`config.mk`:
```
export PLATFORM = sky130hd
export DESIGN_NAME = regfile
export DESIGN_NICKNAME = d
export VERILOG_FILES = /design/src/isa_pkg.sv /design/src/regfile.sv
export VERILOG_INCLUDE_DIRS = /design/src
export SDC_FILE = /design/constraint.sdc
export NUM_CORES = 2
export LEC_CHECK = 0
export ABC_CLOCK_PERIOD_IN_PS = 2400
export BUFFER_PORTS_ARGS = -buffer_cell sky130_fd_sc_hd__clkbuf_2
export CAP_MARGIN = 10
export CORE_MARGIN = 3
export CORE_UTILIZATION = 40
export CTS_CLUSTER_SIZE = 24
export DETAILED_ROUTE_END_ITERATION = 8
export GPL_TIMING_DRIVEN = 0
export PLACE_DENSITY = 0.63
export SETUP_SLACK_MARGIN = 0.15
export SYNTH_ARGS = -nofsm -noshare
export SYNTH_HDL_FRONTEND = slang
export SYNTH_SLANG_ARGS = --single-unit
export TNS_END_PERCENT = 20
```
`constraint.sdc`:
```
create_clock -name clk_i -period 2.4 [get_ports clk_i]
set_input_delay 0.36 -clock clk_i [delete_from_list [all_inputs] [get_ports clk_i]]
set_output_delay 0.36 -clock clk_i [all_outputs]
set_load 0.03 [all_outputs]
```
`src/issue_config.svh`:
```
// issue stage configuration
// widths and sizes shared by the packages and the RTL
`ifndef ISSUE_CONFIG_SVH
`define ISSUE_CONFIG_SVH

// register and operand width
`define XLEN 64
// architectural registers
`define NR_REGS 32
// scoreboard entries, a power of two
`define SB_DEPTH 8
// index into the scoreboard
`define TRANS_ID_BITS 3

`endif

```
`src/isa_pkg.sv`:
```
// instruction-level types
// functional units, operators and the decoded instruction
`include "issue_config.svh"

package isa_pkg;

    // architectural register number
    typedef logic [$clog2(`NR_REGS)-1:0] reg_addr_t;

    // target unit, NONE never waits on a ready
    typedef enum logic [1:0] {
        NONE = 2'd0,
        ALU  = 2'd1,
        LSU  = 2'd2,
        MULT = 2'd3
    } fu_t;

    // operator code handed to the unit
    typedef enum logic [3:0] {
        ADD = 4'd0,
        SUB = 4'd1,
        AND = 4'd2,
        OR  = 4'd3,
        XOR = 4'd4,
        LD  = 4'd5,
        SD  = 4'd6,
        MUL = 4'd7
    } fu_op_t;

    // decoded instruction as delivered by decode
    typedef struct packed {
        fu_t              fu;
        fu_op_t           op;
        reg_addr_t        rd;
        reg_addr_t        rs1;
        reg_addr_t        rs2;
        logic [`XLEN-1:0] imm;
        logic             use_imm;
        logic [`XLEN-1:0] pc;
        logic             use_pc;
    } instr_t;

endpackage

```
`src/regfile.sv`:
```
// integer register file
// two combinational read ports, one write port, x0 hardwired to zero
`timescale 1ns/1ps
`include "issue_config.svh"

module regfile import isa_pkg::*; (
    input  logic             clk_i,
    input  logic             rst_ni,
    // read ports
    input  reg_addr_t        raddr_a_i,
    output logic [`XLEN-1:0] rdata_a_o,
    input  reg_addr_t        raddr_b_i,
    output logic [`XLEN-1:0] rdata_b_o,
    // write port, driven by commit
    input  reg_addr_t        waddr_i,
    input  logic [`XLEN-1:0] wdata_i,
    input  logic             we_i
);

    // x1 .. x31 only
    logic [`XLEN-1:0] regs_q [1:`NR_REGS-1];

    // x0 never stored
    assign rdata_a_o = (raddr_a_i == '0) ? '0 : regs_q[raddr_a_i];
    assign rdata_b_o = (raddr_b_i == '0) ? '0 : regs_q[raddr_b_i];

    always_ff @(posedge clk_i or negedge rst_ni) begin : reg_write
        if (!rst_ni) begin
            for (int i = 1; i < `NR_REGS; i++) begin
                regs_q[i] <= '0;
            end
        end else if (we_i && (waddr_i != '0)) begin
            regs_q[waddr_i] <= wdata_i;
        end
    end

endmodule

```
==> summary.md <==
| Metric | Value |
|---|---|
| Initial antenna violation count | `31` |
| Max-slew headroom | `6.08%` |
| Cell family with most CP delay | `buffers and inverters` |
| Top flop regs | `regs_q: 1984 flops` |
| Syn Nets | `about 8000` |
| Max Freq | `327 MHz` |
| Crit-path slowest cell | `nor3_2` |
| Footprint of the multi-input gates | `57400 um^2` |
| Final Max Slew Viols | `0` |
| LEAKAGE | `between 50 and 60 nW` |
| CP max FO | `10` |
| First-pass GRT wire length | `approximately 580000 um` |
| Largest register FFs | `just under 2000` |
| Clk pwr share | `about a third` |
| H-tree levels | `4` |
| CTS Buf Count | `roughly 210` |
| CP Launch Type | `primary input` |
| Tcrit/Tclk final | `128%` |
| Max cap viols | `0` |
| Data arrival, critical path | `between 2 and 3 ns` |
| Hold Violations, Final | `340` |
| Buf/Inv on CP | `5` |
| RSZ-0062 raised after global routing | `true` |
| Syn-to-layout area delta | `20.7%` |
| Tmin final | `3.06 ns` |
| Cell count after synthesis | `approximately 8000` |
| Register area share after synthesis | `a little under half` |
| Setup slack after layout | `-0.662 ns` |
| Post-Syn Area per Cell | `13.2 um^2` |
| Crit path largest cell delay | `about 0.43 ns` |
| Die span in x | `roughly 520 um` |
| Worst Setup End Kind | `output port` |
| Fill cells | `about 23000` |
| Reg2Reg Capture Point | `regs_q[1520]` |
| Critical path cell sequence | `buf_4, buf_4, nand2_1, clkbuf_4, clkbuf_4, o22ai_2, nor3_1, nor3_2, clkbuf_2` |
| Initial Util | `approximately 40%` |
| Synthesized area | `106000 um^2` |
| Die Y | `522 um` |
| Sink Count | `a little under 2000` |
| PD cells | `between 800 and 900 nW/um^2` |
| I/O Buffers | `201` |
| Status | `finished, violations left` |
| Critical path class | `in -> out` |
| Worst-case reg-to-reg path depth | `2` |
| Seq pwr share | `43.0%` |
| I/O pin cnt | `210` |
| Switching share of power | `between 20 and 30%` |
| Yosys reg bits | `between 1500 and 2000` |
| P_sw | `0.0315 W` |
| Yosys cell types | `39` |
| Final Cell Area | `128000 um^2` |
| Clock Path Buffers | `4` |
| Placed cells | `roughly 12000` |
| WL/cell | `about 34 um` |
| Vias per cell | `approximately 6.4` |
| Yosys Warn Count | `0` |
| Top area cells in the synthesized netlist | `dfrtp_1 47%, mux2_2 20%, mux2i_1 12%` |
| Comb pwr share | `between 20% and 30%` |
| Die footprint | `around 270000 um^2` |
| Hold slack | `-0.607 ns` |
| Crit. Startpoint | `raddr_a_i[2]` |
| Post-synth EDFFs | `0` |
| Cell Count, Final, Fillers Out | `around 12000` |
| Nets | `approximately 8700` |
| Largest net degree at the start of global routing | `roughly 110` |
| Placed instance area | `roughly 110000 um^2` |
| Clk Latency, worst-skew pair | `just under 0.9 ns` |
| Setup_tns | `-63.27 ns` |
| Root buf cell | `clkbuf_16` |
| Post-DRT Antenna Nets | `0` |
| FP Rows | `around 190` |
| Final setup violation count | `approximately 130` |
| Detailed placement HPWL | `between 200000 and 300000 um` |
| Clk_skew | `0 ns` |
| Iter 0 DRT Violations | `slightly below 9000` |
| Peak supply drop | `0.000694 V` |
| Share of layout cells above drive strength 1 | `46.1%` |
| Ys flop type | `dfrtp_1` |
| Most flop-heavy register | `regs_q` |
| Yosys top cell area share | `46.7%` |
| Async SR Flop Fraction | `100%` |
| GRT Total Usage | `a little under 30%` |
| Pint | `0.0735 W` |
| GPL Wtd Cong | `around 0.94` |
| Total routed wirelength | `slightly above 400000 um` |
| Total number of vias | `a little under 80000` |
| Worst min path class | `in -> async` |
| FF-to-FF Start | `regs_q[1520]` |
| CTS tree | `yes` |
| Total power | `roughly 0.10 W` |
| Vias in the first global route | `roughly 80000` |
| Violated checks | `negative hold slack, negative setup slack` |
| Reg2reg setup slack | `around 1.5 ns` |
| 1st-pass router iterations | `6` |
| Overflow after GRT | `0` |
| DRC violations left | `0` |
| Worst-Margin Slew | `roughly 1.4 ns` |
| Synth area leader | `dfrtp_1` |
| CORE AREA | `approximately 260000 um^2` |
| Clk slew on worst S/H paths | `approximately 0.06 ns` |
| Worst EP required | `2.04 ns` |
| Register area | `around 50000 um^2` |
what timing repair did:
action / CTS / global route
resized for setup: 1149 / 591
hold buffers: 64 / 9
endpoints found under the hold margin: 145 / 235
pin swaps: 138 / 160
buffers inserted: 13 / 15
endpoints found under the setup margin: 218 / 478
cells in the mapped netlist (3+ instances only):
library cell and count:
buf_4 122, nor3_1 321, buf_1 34, buf_6 22, a22oi_1 127, or2_2 4, nand2_1 22, nor2b_1 69
nor4_1 64, nand2b_1 8, o22ai_1 512, a31oi_1 63, a211oi_1 64, a21oi_1 64, mux2i_1 1281, clkbuf_1 411
nor2_1 3, a221o_1 127, nor2_4 14, dfrtp_1 1984, a22o_1 63, mux2_1 203, mux4_2 257, nor3b_2 3
buf_2 269, mux2_2 1909
worst reg2reg max path: stages (launching register included):
cell	delay [ns]
dfrtp_1	0.39
buf_4	0.14
mux2_1	0.30
worst max path at each step:
stage | endpoint | slack (ns) | cells past startpoint
after floorplan | rdata_a_o[2] | -0.08 | 9
after global placement | regs_q[279] | -48.12 | 1
after detailed placement | rdata_b_o[12] | -2.10 | 8
after CTS | rdata_a_o[46] | -0.63 | 10
after global routing | rdata_a_o[63] | -0.65 | 5
final | rdata_a_o[60] | -0.66 | 9
stage by stage:
stage                     worst slack [ns]  hold WS, ns  utilization, %
after floorplan                    -0.0781       0.0644               -
after global placement              -48.12        0.481            42.8
after detailed placement             -2.10        0.475            43.0
after CTS                           -0.628       -0.454            47.9
after global routing                -0.652       -0.598            48.7
final                               -0.662       -0.607            48.7
cell usage in the layout, fill, tap and decap left out, drive strengths merged, types with 63 or more instances in the layout:
cell type and count:
nor3 321, clkbuf 843, mux2i 1281, a31oi 63, o22ai 512, a221o 127
mux4 257, a22o 63, nor2b 69, mux2 2112, dfrtp 1984, a211oi 64
buf 596, nor4 64, dlygate4sd3 68, a22oi 127, a21oi 64
area by class of cell:
| cell class | count | area share (%) |
|---|---|---|
| Tap cell | 3515 | 3.43 |
| Clock buffer | 321 | 5.04 |
| Timing Repair Buffer | 329 | 2.79 |
| Antenna cell | 21 | 0.0409 |
| Multi-Input combinational cell | 5195 | 44.7 |
| Clock inverter | 59 | 0.721 |
| Buffer | 858 | 4.60 |
| Sequential cell | 1984 | 38.7 |
power by group through the flow:
stage          Combinational [W]  Clock (W)  Sequential (W)
2_1_floorplan             0.0155          0          0.0438
3_3_place_gp              0.0204          0          0.0451
3_5_place_dp              0.0215          0          0.0454
4_1_cts                   0.0234     0.0357          0.0448
5_1_grt                   0.0258     0.0370          0.0458
6_report                  0.0245     0.0354          0.0451
cells by family after synthesis:
group                  count (synthesis)  share of synthesized area (%)
buffers and inverters                860                           3.95
AND/OR/NAND/NOR                      524                           2.75
multiplexers                        3650                           39.9
flip-flops                          1984                           46.7
AO/OA/AOI/OAI                       1021                           6.75
routing by layer:
layer / routed length, um / track usage (%)
met1: 166000 / 39.3
met2: 179000 / 43.0
met3: 38400 / 7.14
met4: 27300 / 17.3
met5: 80 / 0
Power figures use the tool's default switching activity.
