## config.mk

```make
export PLATFORM = sky130hd
export DESIGN_NAME = issue_read_operands_flat
export DESIGN_NICKNAME = d
export VERILOG_FILES = /design/src/isa_pkg.sv /design/src/sb_pkg.sv /design/src/issue_if.sv /design/src/issue_read_operands.sv /design/src/flat_wrapper.sv
export VERILOG_INCLUDE_DIRS = /design/src
export SDC_FILE = /design/constraint.sdc
export NUM_CORES = 1
export LEC_CHECK = 0
export BUFFER_PORTS_ARGS = -buffer_cell sky130_fd_sc_hd__buf_4
export CAP_MARGIN = 20
export CORE_AREA = 2 2 277 279
export DETAILED_ROUTE_END_ITERATION = 6
export DIE_AREA = 0 0 279 281
export PLACE_DENSITY = 0.34
export SYNTH_ARGS = -nofsm -noshare
export SYNTH_HDL_FRONTEND = slang
export SYNTH_SLANG_ARGS = --single-unit
```

## constraint.sdc

```tcl
create_clock -name clk_i -period 5.72 [get_ports clk_i]
set_input_delay 0.572 -clock clk_i [delete_from_list [all_inputs] [get_ports clk_i]]
set_output_delay 0.572 -clock clk_i [all_outputs]
set_load 0.02 [all_outputs]
```

## src/issue_config.svh

```systemverilog
// issue stage configuration
// widths and sizes shared by the packages and the RTL
`ifndef ISSUE_CONFIG_SVH
`define ISSUE_CONFIG_SVH

// register and operand width
`define XLEN 64
// architectural registers
`define NR_REGS 32
// scoreboard entries, a power of two
`define SB_DEPTH 8
// index into the scoreboard
`define TRANS_ID_BITS 3

`endif

```

## src/isa_pkg.sv

```systemverilog
// instruction-level types
// functional units, operators and the decoded instruction
`include "issue_config.svh"

package isa_pkg;

    // architectural register number
    typedef logic [$clog2(`NR_REGS)-1:0] reg_addr_t;

    // target unit, NONE never waits on a ready
    typedef enum logic [1:0] {
        NONE = 2'd0,
        ALU  = 2'd1,
        LSU  = 2'd2,
        MULT = 2'd3
    } fu_t;

    // operator code handed to the unit
    typedef enum logic [3:0] {
        ADD = 4'd0,
        SUB = 4'd1,
        AND = 4'd2,
        OR  = 4'd3,
        XOR = 4'd4,
        LD  = 4'd5,
        SD  = 4'd6,
        MUL = 4'd7
    } fu_op_t;

    // decoded instruction as delivered by decode
    typedef struct packed {
        fu_t              fu;
        fu_op_t           op;
        reg_addr_t        rd;
        reg_addr_t        rs1;
        reg_addr_t        rs2;
        logic [`XLEN-1:0] imm;
        logic             use_imm;
        logic [`XLEN-1:0] pc;
        logic             use_pc;
    } instr_t;

endpackage

```

## src/sb_pkg.sv

```systemverilog
// scoreboard-level types
// entry layout and the per-register clobber table
`include "issue_config.svh"

package sb_pkg;

    import isa_pkg::*;

    // slot index, doubles as the transaction id seen by the units
    typedef logic [`TRANS_ID_BITS-1:0] trans_id_t;

    // one scoreboard slot
    typedef struct packed {
        instr_t           instr;
        trans_id_t        trans_id;
        // handed to a unit already
        logic             issued;
        // written back, waiting for commit
        logic [`XLEN-1:0] result;
        logic             result_valid;
    } sb_entry_t;

    // which unit will write each register, NONE if no writer in flight
    typedef fu_t [`NR_REGS-1:0] clobber_t;

endpackage

```

## src/issue_if.sv

```systemverilog
// scoreboard to issue connection
// oldest unissued entry, operand lookups and the clobber table
`timescale 1ns/1ps
`include "issue_config.svh"

interface issue_if import isa_pkg::*, sb_pkg::*; ();

    // entry offered for issue
    sb_entry_t        issue_entry;
    logic             issue_valid;
    logic             issue_ack;

    // forwarding lookups, combinational
    reg_addr_t        rs1_addr;
    logic [`XLEN-1:0] rs1_data;
    logic             rs1_valid;
    reg_addr_t        rs2_addr;
    logic [`XLEN-1:0] rs2_data;
    logic             rs2_valid;

    // pending writers per register
    clobber_t         clobber;

    modport sb (
        output issue_entry, issue_valid,
        output rs1_data, rs1_valid, rs2_data, rs2_valid,
        output clobber,
        input  issue_ack, rs1_addr, rs2_addr
    );

    modport iss (
        input  issue_entry, issue_valid,
        input  rs1_data, rs1_valid, rs2_data, rs2_valid,
        input  clobber,
        output issue_ack, rs1_addr, rs2_addr
    );

endinterface

```

## src/issue_read_operands.sv

```systemverilog
// issue and operand read
// decides when the oldest entry may go, picks its operands from the
// register file, forwarding, pc or immediate, and registers them for the units
`timescale 1ns/1ps
`include "issue_config.svh"

module issue_read_operands import isa_pkg::*, sb_pkg::*; (
    input  logic             clk_i,
    input  logic             rst_ni,
    input  logic             flush_i,
    // from the scoreboard
    issue_if.iss             issue_port,
    // register file reads
    output reg_addr_t        rf_raddr_a_o,
    output reg_addr_t        rf_raddr_b_o,
    input  logic [`XLEN-1:0] rf_rdata_a_i,
    input  logic [`XLEN-1:0] rf_rdata_b_i,
    // unit readiness levels
    input  logic             alu_ready_i,
    input  logic             lsu_ready_i,
    input  logic             mult_ready_i,
    // toward the units
    output fu_op_t           operator_o,
    output logic [`XLEN-1:0] operand_a_o,
    output logic [`XLEN-1:0] operand_b_o,
    output trans_id_t        trans_id_o,
    output logic             alu_valid_o,
    output logic             lsu_valid_o,
    output logic             mult_valid_o
);

    instr_t           instr;
    logic             fu_ready;
    logic             rd_free;
    logic             rs1_busy;
    logic             rs2_busy;
    logic [`XLEN-1:0] operand_a_d;
    logic [`XLEN-1:0] operand_b_d;
    logic             alu_valid_d;
    logic             lsu_valid_d;
    logic             mult_valid_d;

    assign instr = issue_port.issue_entry.instr;

    // sources go to both the register file and the scoreboard lookup
    assign rf_raddr_a_o        = instr.rs1;
    assign rf_raddr_b_o        = instr.rs2;
    assign issue_port.rs1_addr = instr.rs1;
    assign issue_port.rs2_addr = instr.rs2;

    // ----------------------------------------
    // issue decision
    // ----------------------------------------
    always_comb begin : unit_ready
        unique case (instr.fu)
            ALU:     fu_ready = alu_ready_i;
            LSU:     fu_ready = lsu_ready_i;
            MULT:    fu_ready = mult_ready_i;
            default: fu_ready = 1'b1;
        endcase
    end

    // WAW hazard, an older writer of rd still in flight
    assign rd_free  = (issue_port.clobber[instr.rd] == NONE);
    // source pending and its result not captured yet
    assign rs1_busy = (issue_port.clobber[instr.rs1] != NONE) && !issue_port.rs1_valid;
    assign rs2_busy = (issue_port.clobber[instr.rs2] != NONE) && !issue_port.rs2_valid;

    assign issue_port.issue_ack = issue_port.issue_valid && fu_ready && rd_free
                                  && !rs1_busy && !rs2_busy;

    // ----------------------------------------
    // operand select
    // ----------------------------------------
    always_comb begin : operand_mux
        // regfile by default
        operand_a_d = rf_rdata_a_i;
        operand_b_d = rf_rdata_b_i;
        // pending producer already wrote back
        if (issue_port.clobber[instr.rs1] != NONE) begin
            operand_a_d = issue_port.rs1_data;
        end
        if (issue_port.clobber[instr.rs2] != NONE) begin
            operand_b_d = issue_port.rs2_data;
        end
        // pc and immediate override
        if (instr.use_pc) begin
            operand_a_d = instr.pc;
        end
        if (instr.use_imm) begin
            operand_b_d = instr.imm;
        end
    end

    // one-hot unit strobe, only on an acknowledged cycle
    assign alu_valid_d  = issue_port.issue_ack && (instr.fu == ALU);
    assign lsu_valid_d  = issue_port.issue_ack && (instr.fu == LSU);
    assign mult_valid_d = issue_port.issue_ack && (instr.fu == MULT);

    // ----------------------------------------
    // output register
    // ----------------------------------------
    always_ff @(posedge clk_i or negedge rst_ni) begin : out_ctrl
        if (!rst_ni) begin
            alu_valid_o  <= 1'b0;
            lsu_valid_o  <= 1'b0;
            mult_valid_o <= 1'b0;
            operator_o   <= ADD;
        end else if (flush_i) begin
            alu_valid_o  <= 1'b0;
            lsu_valid_o  <= 1'b0;
            mult_valid_o <= 1'b0;
            operator_o   <= ADD;
        end else begin
            // valids last a single cycle
            alu_valid_o  <= alu_valid_d;
            lsu_valid_o  <= lsu_valid_d;
            mult_valid_o <= mult_valid_d;
            if (issue_port.issue_ack) begin
                operator_o <= instr.op;
            end
        end
    end

    // operands and id only move with an issue
    always_ff @(posedge clk_i) begin : out_data
        if (issue_port.issue_ack) begin
            operand_a_o <= operand_a_d;
            operand_b_o <= operand_b_d;
            trans_id_o  <= issue_port.issue_entry.trans_id;
        end
    end

endmodule

```

## src/flat_wrapper.sv

```systemverilog
// flat-port wrapper written by rule: the top's interface ports become plain ports
module issue_read_operands_flat import isa_pkg::*, sb_pkg::*;
  (clk_i, rst_ni, flush_i, rf_raddr_a_o, rf_raddr_b_o, rf_rdata_a_i, rf_rdata_b_i, alu_ready_i, lsu_ready_i, mult_ready_i, operator_o, operand_a_o, operand_b_o, trans_id_o, alu_valid_o, lsu_valid_o, mult_valid_o, issue_port_issue_entry, issue_port_issue_valid, issue_port_rs1_data, issue_port_rs1_valid, issue_port_rs2_data, issue_port_rs2_valid, issue_port_clobber, issue_port_issue_ack, issue_port_rs1_addr, issue_port_rs2_addr);
  issue_if issue_port_i ();
  input  logic clk_i;
  input  logic rst_ni;
  input  logic flush_i;
  output reg_addr_t rf_raddr_a_o;
  output reg_addr_t rf_raddr_b_o;
  input  logic [`XLEN-1:0] rf_rdata_a_i;
  input  logic [`XLEN-1:0] rf_rdata_b_i;
  input  logic alu_ready_i;
  input  logic lsu_ready_i;
  input  logic mult_ready_i;
  output fu_op_t operator_o;
  output logic [`XLEN-1:0] operand_a_o;
  output logic [`XLEN-1:0] operand_b_o;
  output trans_id_t trans_id_o;
  output logic alu_valid_o;
  output logic lsu_valid_o;
  output logic mult_valid_o;
  input wire logic [$bits(issue_port_i.issue_entry)-1:0] issue_port_issue_entry;
  input wire logic [$bits(issue_port_i.issue_valid)-1:0] issue_port_issue_valid;
  input wire logic [$bits(issue_port_i.rs1_data)-1:0] issue_port_rs1_data;
  input wire logic [$bits(issue_port_i.rs1_valid)-1:0] issue_port_rs1_valid;
  input wire logic [$bits(issue_port_i.rs2_data)-1:0] issue_port_rs2_data;
  input wire logic [$bits(issue_port_i.rs2_valid)-1:0] issue_port_rs2_valid;
  input wire logic [$bits(issue_port_i.clobber)-1:0] issue_port_clobber;
  output wire logic [$bits(issue_port_i.issue_ack)-1:0] issue_port_issue_ack;
  output wire logic [$bits(issue_port_i.rs1_addr)-1:0] issue_port_rs1_addr;
  output wire logic [$bits(issue_port_i.rs2_addr)-1:0] issue_port_rs2_addr;
  assign issue_port_i.issue_entry = issue_port_issue_entry;
  assign issue_port_i.issue_valid = issue_port_issue_valid;
  assign issue_port_i.rs1_data = issue_port_rs1_data;
  assign issue_port_i.rs1_valid = issue_port_rs1_valid;
  assign issue_port_i.rs2_data = issue_port_rs2_data;
  assign issue_port_i.rs2_valid = issue_port_rs2_valid;
  assign issue_port_i.clobber = issue_port_clobber;
  assign issue_port_issue_ack = issue_port_i.issue_ack;
  assign issue_port_rs1_addr = issue_port_i.rs1_addr;
  assign issue_port_rs2_addr = issue_port_i.rs2_addr;
  issue_read_operands u_core (.clk_i(clk_i), .rst_ni(rst_ni), .flush_i(flush_i), .issue_port(issue_port_i), .rf_raddr_a_o(rf_raddr_a_o), .rf_raddr_b_o(rf_raddr_b_o), .rf_rdata_a_i(rf_rdata_a_i), .rf_rdata_b_i(rf_rdata_b_i), .alu_ready_i(alu_ready_i), .lsu_ready_i(lsu_ready_i), .mult_ready_i(mult_ready_i), .operator_o(operator_o), .operand_a_o(operand_a_o), .operand_b_o(operand_b_o), .trans_id_o(trans_id_o), .alu_valid_o(alu_valid_o), .lsu_valid_o(lsu_valid_o), .mult_valid_o(mult_valid_o));
endmodule
```

==> results of run 1 <==
[worst min-delay path by stage]
stage	end	cells past startpoint
global placement	u_core.mult_valid_o$_DFF_PN0_	1
floorplan	u_core.alu_valid_o$_DFF_PN0_	0
finish	u_core.trans_id_o[2]$_DFFE_PN_	1
global route	u_core.trans_id_o[2]$_DFFE_PN_	1
detailed placement	u_core.lsu_valid_o$_DFF_PN0_	1
CTS	u_core.trans_id_o[2]$_DFFE_PN_	1
[registers in the layout, indices dropped and copies added, names as in the netlist]
signal / flops
u_core.alu_valid_o: 1
u_core.trans_id_o: 3
u_core.operator_o: 4
u_core.operand_a_o: 64
u_core.mult_valid_o: 1
u_core.lsu_valid_o: 1
u_core.operand_b_o: 64
[cells by family (layout without fill, tap and decap cells)]
logic type,Yosys count,after routing,synth area share
multiplexers,149,149,0.203
AO/OA/AOI/OAI,174,174,0.119
flip-flops,138,138,0.510
buffers and inverters,82,689,0.0566
AND/OR/NAND/NOR,209,209,0.112
[synth_stat cells]
master / count / area share
a21oi_1: 11 / 0.0068
a21o_1: 1 / 0.00093
o41ai_1: 1 / 0.0011
or3_1: 2 / 0.0016
nor2_1: 27 / 0.013
clkbuf_1: 34 / 0.016
nand4_1: 2 / 0.0016
inv_2: 2 / 0.00093
and4b_1: 1 / 0.0012
nor3b_1: 1 / 0.00093
nand3_1: 3 / 0.0019
and4bb_1: 1 / 0.0016
buf_6: 7 / 0.0098
nor4_1: 2 / 0.0016
nor3_1: 25 / 0.016
inv_1: 6 / 0.0028
a2111oi_0: 8 / 0.0087
a211oi_1: 9 / 0.0084
mux2i_1: 134 / 0.17
buf_2: 11 / 0.0068
a31oi_1: 4 / 0.0031
mux2_2: 3 / 0.0042
nor4b_1: 3 / 0.0033
o211a_1: 1 / 0.0012
nor3b_2: 1 / 0.0016
dfrtp_1: 7 / 0.022
a222oi_1: 1 / 0.0012
o21ai_0: 13 / 0.0081
o21ai_1: 121 / 0.075
a32o_1: 1 / 0.0012
mux4_2: 11 / 0.031
a311oi_1: 1 / 0.0011
o211ai_1: 2 / 0.0019
nand2b_1: 9 / 0.0070
buf_4: 22 / 0.020
or3b_1: 1 / 0.0011
nand2_1: 131 / 0.061
edfxtp_1: 131 / 0.49
mux2_1: 1 / 0.0014
[layout make-up]
cell class | count | area share
clock buffers | 18 | 0.0299
clock inverters | 13 | 0.00846
inverters | 8 | 0.00209
multi-input cells | 532 | 0.245
flip-flops and latches | 138 | 0.286
well taps | 978 | 0.0853
repair buffers | 650 | 0.343
[metal layers]
layer	wire [um]	track usage	share of wire	up-vias
li1	-	-	-	3967
met2	20800	0.179	0.52	389
met3	3160	0.0343	0.079	15
met5	0	0	0	-
met4	404	0.0256	0.010	0
met1	15600	0.107	0.39	3695
[worst reg2reg max path, cell delays in order, from the launching register on]
cell and delay, ns:
dfrtp_1 0.38, nand2b_1 0.07, mux2i_1 0.06
[layout by cell type, fill, tap and decap left out, types with 2 or more instances in the layout]
master / Yosys / layout
clkinv_4: 0 / 2
nor4b_1: 3 / 3
nor3_1: 25 / 25
buf_4: 22 / 646
mux2i_1: 134 / 133
nand3_1: 3 / 3
dfrtp_1: 7 / 7
inv_2: 2 / 2
clkbuf_16: 0 / 17
clkinvlp_4: 0 / 3
edfxtp_1: 131 / 131
clkinv_2: 0 / 2
or3_1: 2 / 2
a31oi_1: 4 / 4
a2111oi_0: 8 / 8
nand2b_1: 9 / 9
o21ai_1: 121 / 121
nor2_1: 27 / 27
nand2_1: 131 / 131
a21oi_1: 11 / 11
inv_1: 6 / 6
a211oi_1: 9 / 9
inv_6: 0 / 3
o21ai_0: 13 / 13
nand4_1: 2 / 2
mux4_2: 11 / 11
nor4_1: 2 / 2
mux2_2: 3 / 3
buf_12: 0 / 3
o211ai_1: 2 / 2
[report_power, final]
| group | internal (mW) | switching, mW | leakage (nW) |
|---|---|---|---|
| registers | 1.20 | 0.0207 | 1.25 |
| logic | 0.458 | 0.453 | 4.73 |
| clock network | 0.599 | 0.516 | 0.263 |
| total | 2.26 | 0.990 | 6.24 |
[what timing repair did]
item	in CTS	in global routing
endpoints found under the hold margin	7	0
hold buffers	1	0
endpoints found under the setup margin	0	0
[stage by stage]
step	hold slack (ns)	cells	setup slack [ns]
2_1_floorplan	0.276	752	2.10
3_3_place_gp	0.395	2305	1.57
3_5_place_dp	0.394	2305	1.52
4_1_cts	0.217	2337	1.51
5_1_grt	0.225	2337	1.46
6_report	0.272	2337	1.54
==> metrics.txt, run 1 <==
DR vias=8066; Sink Count=138; Post CTS Setup Buffer Count=0; CP most frequent cell=buf_4; sequential-to-total area share from yosys stat=0.510; FMAX=239 MHz; Slowest-stage cell, CP=a222oi_1; flop2flop setup slack=5.09 ns; final period utilization=0.730; Max Cap Viol=0; clk root buf=clkbuf_16; critical path's top delay family=compound AO/OA/AOI/OAI gates; Rows=101; Final Util=0.190; Nets=1896; initial antenna violation count=1; Lkg Pwr=6.24 nW; fin. max-slew vios=0; total power=3.25 mW; Vias/cell=3.45; Syn Area/Cell=10.7 um^2; grt total ovfl=0; status=completed; Port-buffer cells=641; global-route wire length before repair=55600 um; syn_nets=1301; clk_skew=0 ns; RSZ-0062 raised after global routing=false; share of cells above drive strength 1=0.513; Critical Path Sink=issue_port_issue_ack; worst slew pin tran=0.949 ns; HP Start=issue_port_issue_entry[68]; Critical Path Start Type=primary input; drt drc=0; setup TNS=0 ns; fillers=8445; stages on the worst setup path=9; Worst path max stage delay=0.71 ns; PD cells=226 mW/mm^2; Cells after Synth=752; die width=279 um; vias in the first global route=8404; Reg clk slew, reported paths=0.07 ns; n_diodes=0; CORE AREA=0.0754 mm^2; clk_lat worst skew=0.45 ns; GRT Total Usage=0.0981; largest net degree at the start of global routing=73; relative slew slack=0.367; register bit total from synthesis=138; multi-input logic area=0.00352 mm^2; HPWL Detailed=31900 um; WP data required=5.15 ns; initial DRC count=377; Worst Reg-to-Reg Cells=2; final setup violating endpoints=0; hold crit path type=in2reg; number of routed nets with antenna violations=0; RePlAce Congestion=0.791; count of cell types in the netlist=39; Synth Cell Area=0.00806 mm^2; register area=0.00411 mm^2; CP Buf/Inv Count=3; DP Area=0.0138 mm^2; die area=0.0784 mm^2; finished layout cell area=0.0144 mm^2; critical path capture point type=output port; worst vdd ir=0.000175 V; Reg-to-Reg End=u_core.operator_o[1]$_DFFE_PN0P_; Final min period=4.18 ns; cts repair resizes=0; die outline height=281 um; Initial Util=0.107; cts bufs inserted=17; H-tree levels=4; Hold Fails Final Rpt=0; r2r startpoint=u_core.operator_o[1]$_DFFE_PN0P_; crit-path max FO=44; Data arrival, critical path=3.60 ns; I/O pin cnt=708; CP cell instances=buf_4 > nor2_1 > a21oi_1 > mux4_2 > mux2_2 > a32o_4 > a222oi_1 > buf_12 > buf_4; Pre-Repair DR Iteration Count=7; critical path startpoint=issue_port_clobber[40]; Area Overhead vs Synth=78.0%; critical path class=in2out; DR WL/cell=17.1 um; clk buf depth=2; Ys Warns=0; CTS tree=built; final wirelength=40000 um
Note: power is estimated with default switching activity, not from simulation.
==> run 2: changes to the inputs <==
--- a/config.mk
+++ b/config.mk
@@ -8,9 +8,9 @@
 export LEC_CHECK = 0
 export BUFFER_PORTS_ARGS = -buffer_cell sky130_fd_sc_hd__buf_4
 export CAP_MARGIN = 20
-export CORE_AREA = 2 2 277 279
+export CORE_AREA = 2 2 279 281
 export DETAILED_ROUTE_END_ITERATION = 6
-export DIE_AREA = 0 0 279 281
+export DIE_AREA = 0 0 281 283
 export PLACE_DENSITY = 0.34
 export SYNTH_ARGS = -nofsm -noshare
 export SYNTH_HDL_FRONTEND = slang
==> constraint.sdc (replaced) <==
create_clock -name clk_i -period 4.25 [get_ports clk_i]
set_input_delay 0.425 -clock clk_i [delete_from_list [all_inputs] [get_ports clk_i]]
set_output_delay 0.425 -clock clk_i [all_outputs]
set_load 0.02 [all_outputs]
==> metrics.txt, run 2 (synthesized netlist as in run 1, its figures left out) <==
logic gate share of total power=0.279; Net Sw Frac=0.301; WP data required=3.83 ns; vias in the first global route=8573; final setup violating endpoints=0; Worst path max stage delay=0.62 ns; met3 global-route usage=0.0344; H-tree levels=4; Hold Fails Final Rpt=0; clk root buf=clkbuf_16; Lkg Pwr=6.34 nW; critical path capture point type=output port; DR WL/cell=16.2 um; initial DRC count=263; relative slew slack=0.349; die area=0.0795 mm^2; Max Cap Viol=0; clk_skew=0 ns; worst vdd ir=0.000203 V; Data arrival, critical path=3.18 ns; critical path class=in2out; RSZ-0062 raised after global routing=false; Area Overhead vs Synth=80.8%; number of routed nets with antenna violations=0; initial antenna violation count=0; M1 GR Usage=0.103; fin. max-slew vios=0; die outline height=283 um; crit-path max FO=14; hold crit path type=in2reg; CP cell instances=buf_4 > nor3_1 > a2111oi_0 > o41ai_1 > o21ai_1 > mux2_1 > a222oi_1 > buf_4 > buf_4; Pre-Repair DR Iteration Count=4; worst slew pin tran=0.977 ns; RePlAce Congestion=0.757; share of cells above drive strength 1=0.518; setup TNS=0 ns; status=completed; Seq pwr share=0.367; clk_lat worst skew=0.45 ns; GRT Total Usage=0.0955; PD cells=307 mW/mm^2; FMAX=278 MHz; Initial Util=0.105; Setup Slack @ Placement=0.600 ns; Final min period=3.60 ns; Sink Count=138; HPWL Detailed=31700 um; PnR worst setup slack=0.647 ns; clk buf depth=2; grt total ovfl=0; final wirelength=39200 um; Final Util=0.190; Nets=1910; global-route wire length before repair=55100 um; top flop regs=u_core.operand_a_o (64), u_core.operand_b_o (64), u_core.operator_o (4); CP most frequent cell=buf_4; CORE AREA=0.0767 mm^2; Internal=3.13 mW; Post CTS Setup Buffer Count=0; DR vias=8137; CTS tree=built; most frequent cells in the layout=660 x buf_4, 133 x mux2i_1, 131 x nand2_1, 131 x edfxtp_1, 121 x o21ai_1; Port-buffer cells=641; clock share of power=0.354; n_diodes=0; total power=4.47 mW; GRT met2 Usage=0.171; die width=281 um; final period utilization=0.848; Psw=1.34 mW; Rows=102; Critical Path Start Type=primary input; largest net degree at the start of global routing=101; drt drc=0; Slowest-stage cell, CP=a222oi_1; I/O pin cnt=708; most used routing layer in global routing=met2; cts bufs inserted=17; Vias/cell=3.37; most common cell after layout, fill and taps aside=buf_4; Reg clk slew, reported paths=0.08 ns
## run 2: changes by cell type in the layout (fill, tap and decap cells not counted), sizes merged
| cell | previous run | this run |
|---|---|---|
| clkinvlp | 3 | 1 |
| buf | 649 | 663 |
| bufinv | 1 | 2 |
| clkinv | 5 | 6 |
| inv | 12 | 13 |
## run 2: worst paths after layout
check / startpoint / to / slack, ns / cells after the start
max: issue_port_issue_entry[199] / issue_port_issue_ack / 0.65 / 9
min: issue_port_issue_entry[68] / u_core.trans_id_o[2]$_DFFE_PN_ / 0.12 / 1
max reg2reg: u_core.operator_o[0]$_DFFE_PN0P_ / u_core.operator_o[0]$_DFFE_PN0P_ / 3.60 / 2
min reg2reg: u_core.operator_o[2]$_DFFE_PN0P_ / u_core.operator_o[2]$_DFFE_PN0P_ / 0.55 / 2
max in group asynchronous: rst_ni / u_core.operator_o[2]$_DFFE_PN0P_ / 3.82 / 2
min in group asynchronous: rst_ni / u_core.alu_valid_o$_DFF_PN0_ / 0.30 / 2
## run 2: critical path: cells and delay by family
| family | cells | cell delay (ns) |
|---|---|---|
| buffers and inverters | 3 | 0.77 |
| muxes | 1 | 0.33 |
| AOI/OAI and AO/OA | 4 | 1.37 |
| and+or+nand+nor | 1 | 0.25 |
## run 2: per-stage QoR
stage                     cells  hold WS, ns  instance area, um^2
after floorplan             752        0.129                 8060
after global placement     2381        0.245                14000
after detailed placement   2381        0.244                14000
after CTS                  2414       0.0636                14600
after global routing       2414       0.0774                14600
final                      2414        0.124                14600
## run 2: what timing repair did
| item | in CTS | in global routing |
|---|---|---|
| resized for setup | 0 | 0 |
| hold buffers | 1 | 0 |
| hold endpoints to repair | 7 | 0 |
## run 2: power by group through the flow
stage	clock network [mW]	logic [mW]	registers [mW]
final	1.58	1.25	1.64
after global routing	1.72	1.35	1.65
after detailed placement	0	1.27	1.67
after global placement	0	1.28	1.67
after CTS	1.69	1.28	1.64
after floorplan	0	0.461	1.79
## run 2: final cells by class
| type | count | area [um^2] |
|---|---|---|
| clock buffers | 18 | 429 |
| clock inverters | 14 | 163 |
| repair buffers | 664 | 5020 |
| inverters | 8 | 30.0 |
| fillers | 8534 | 62100 |
| flip-flops and latches | 138 | 4110 |
| multi-input cells | 532 | 3520 |
| well taps | 1040 | 1300 |
## run 2: routing by layer
layer / part of all wire / vias to the layer above
met5: 0 / -
met4: 0.015 / 0
met3: 0.098 / 28
met2: 0.51 / 413
met1: 0.38 / 3706
li1: - / 3990
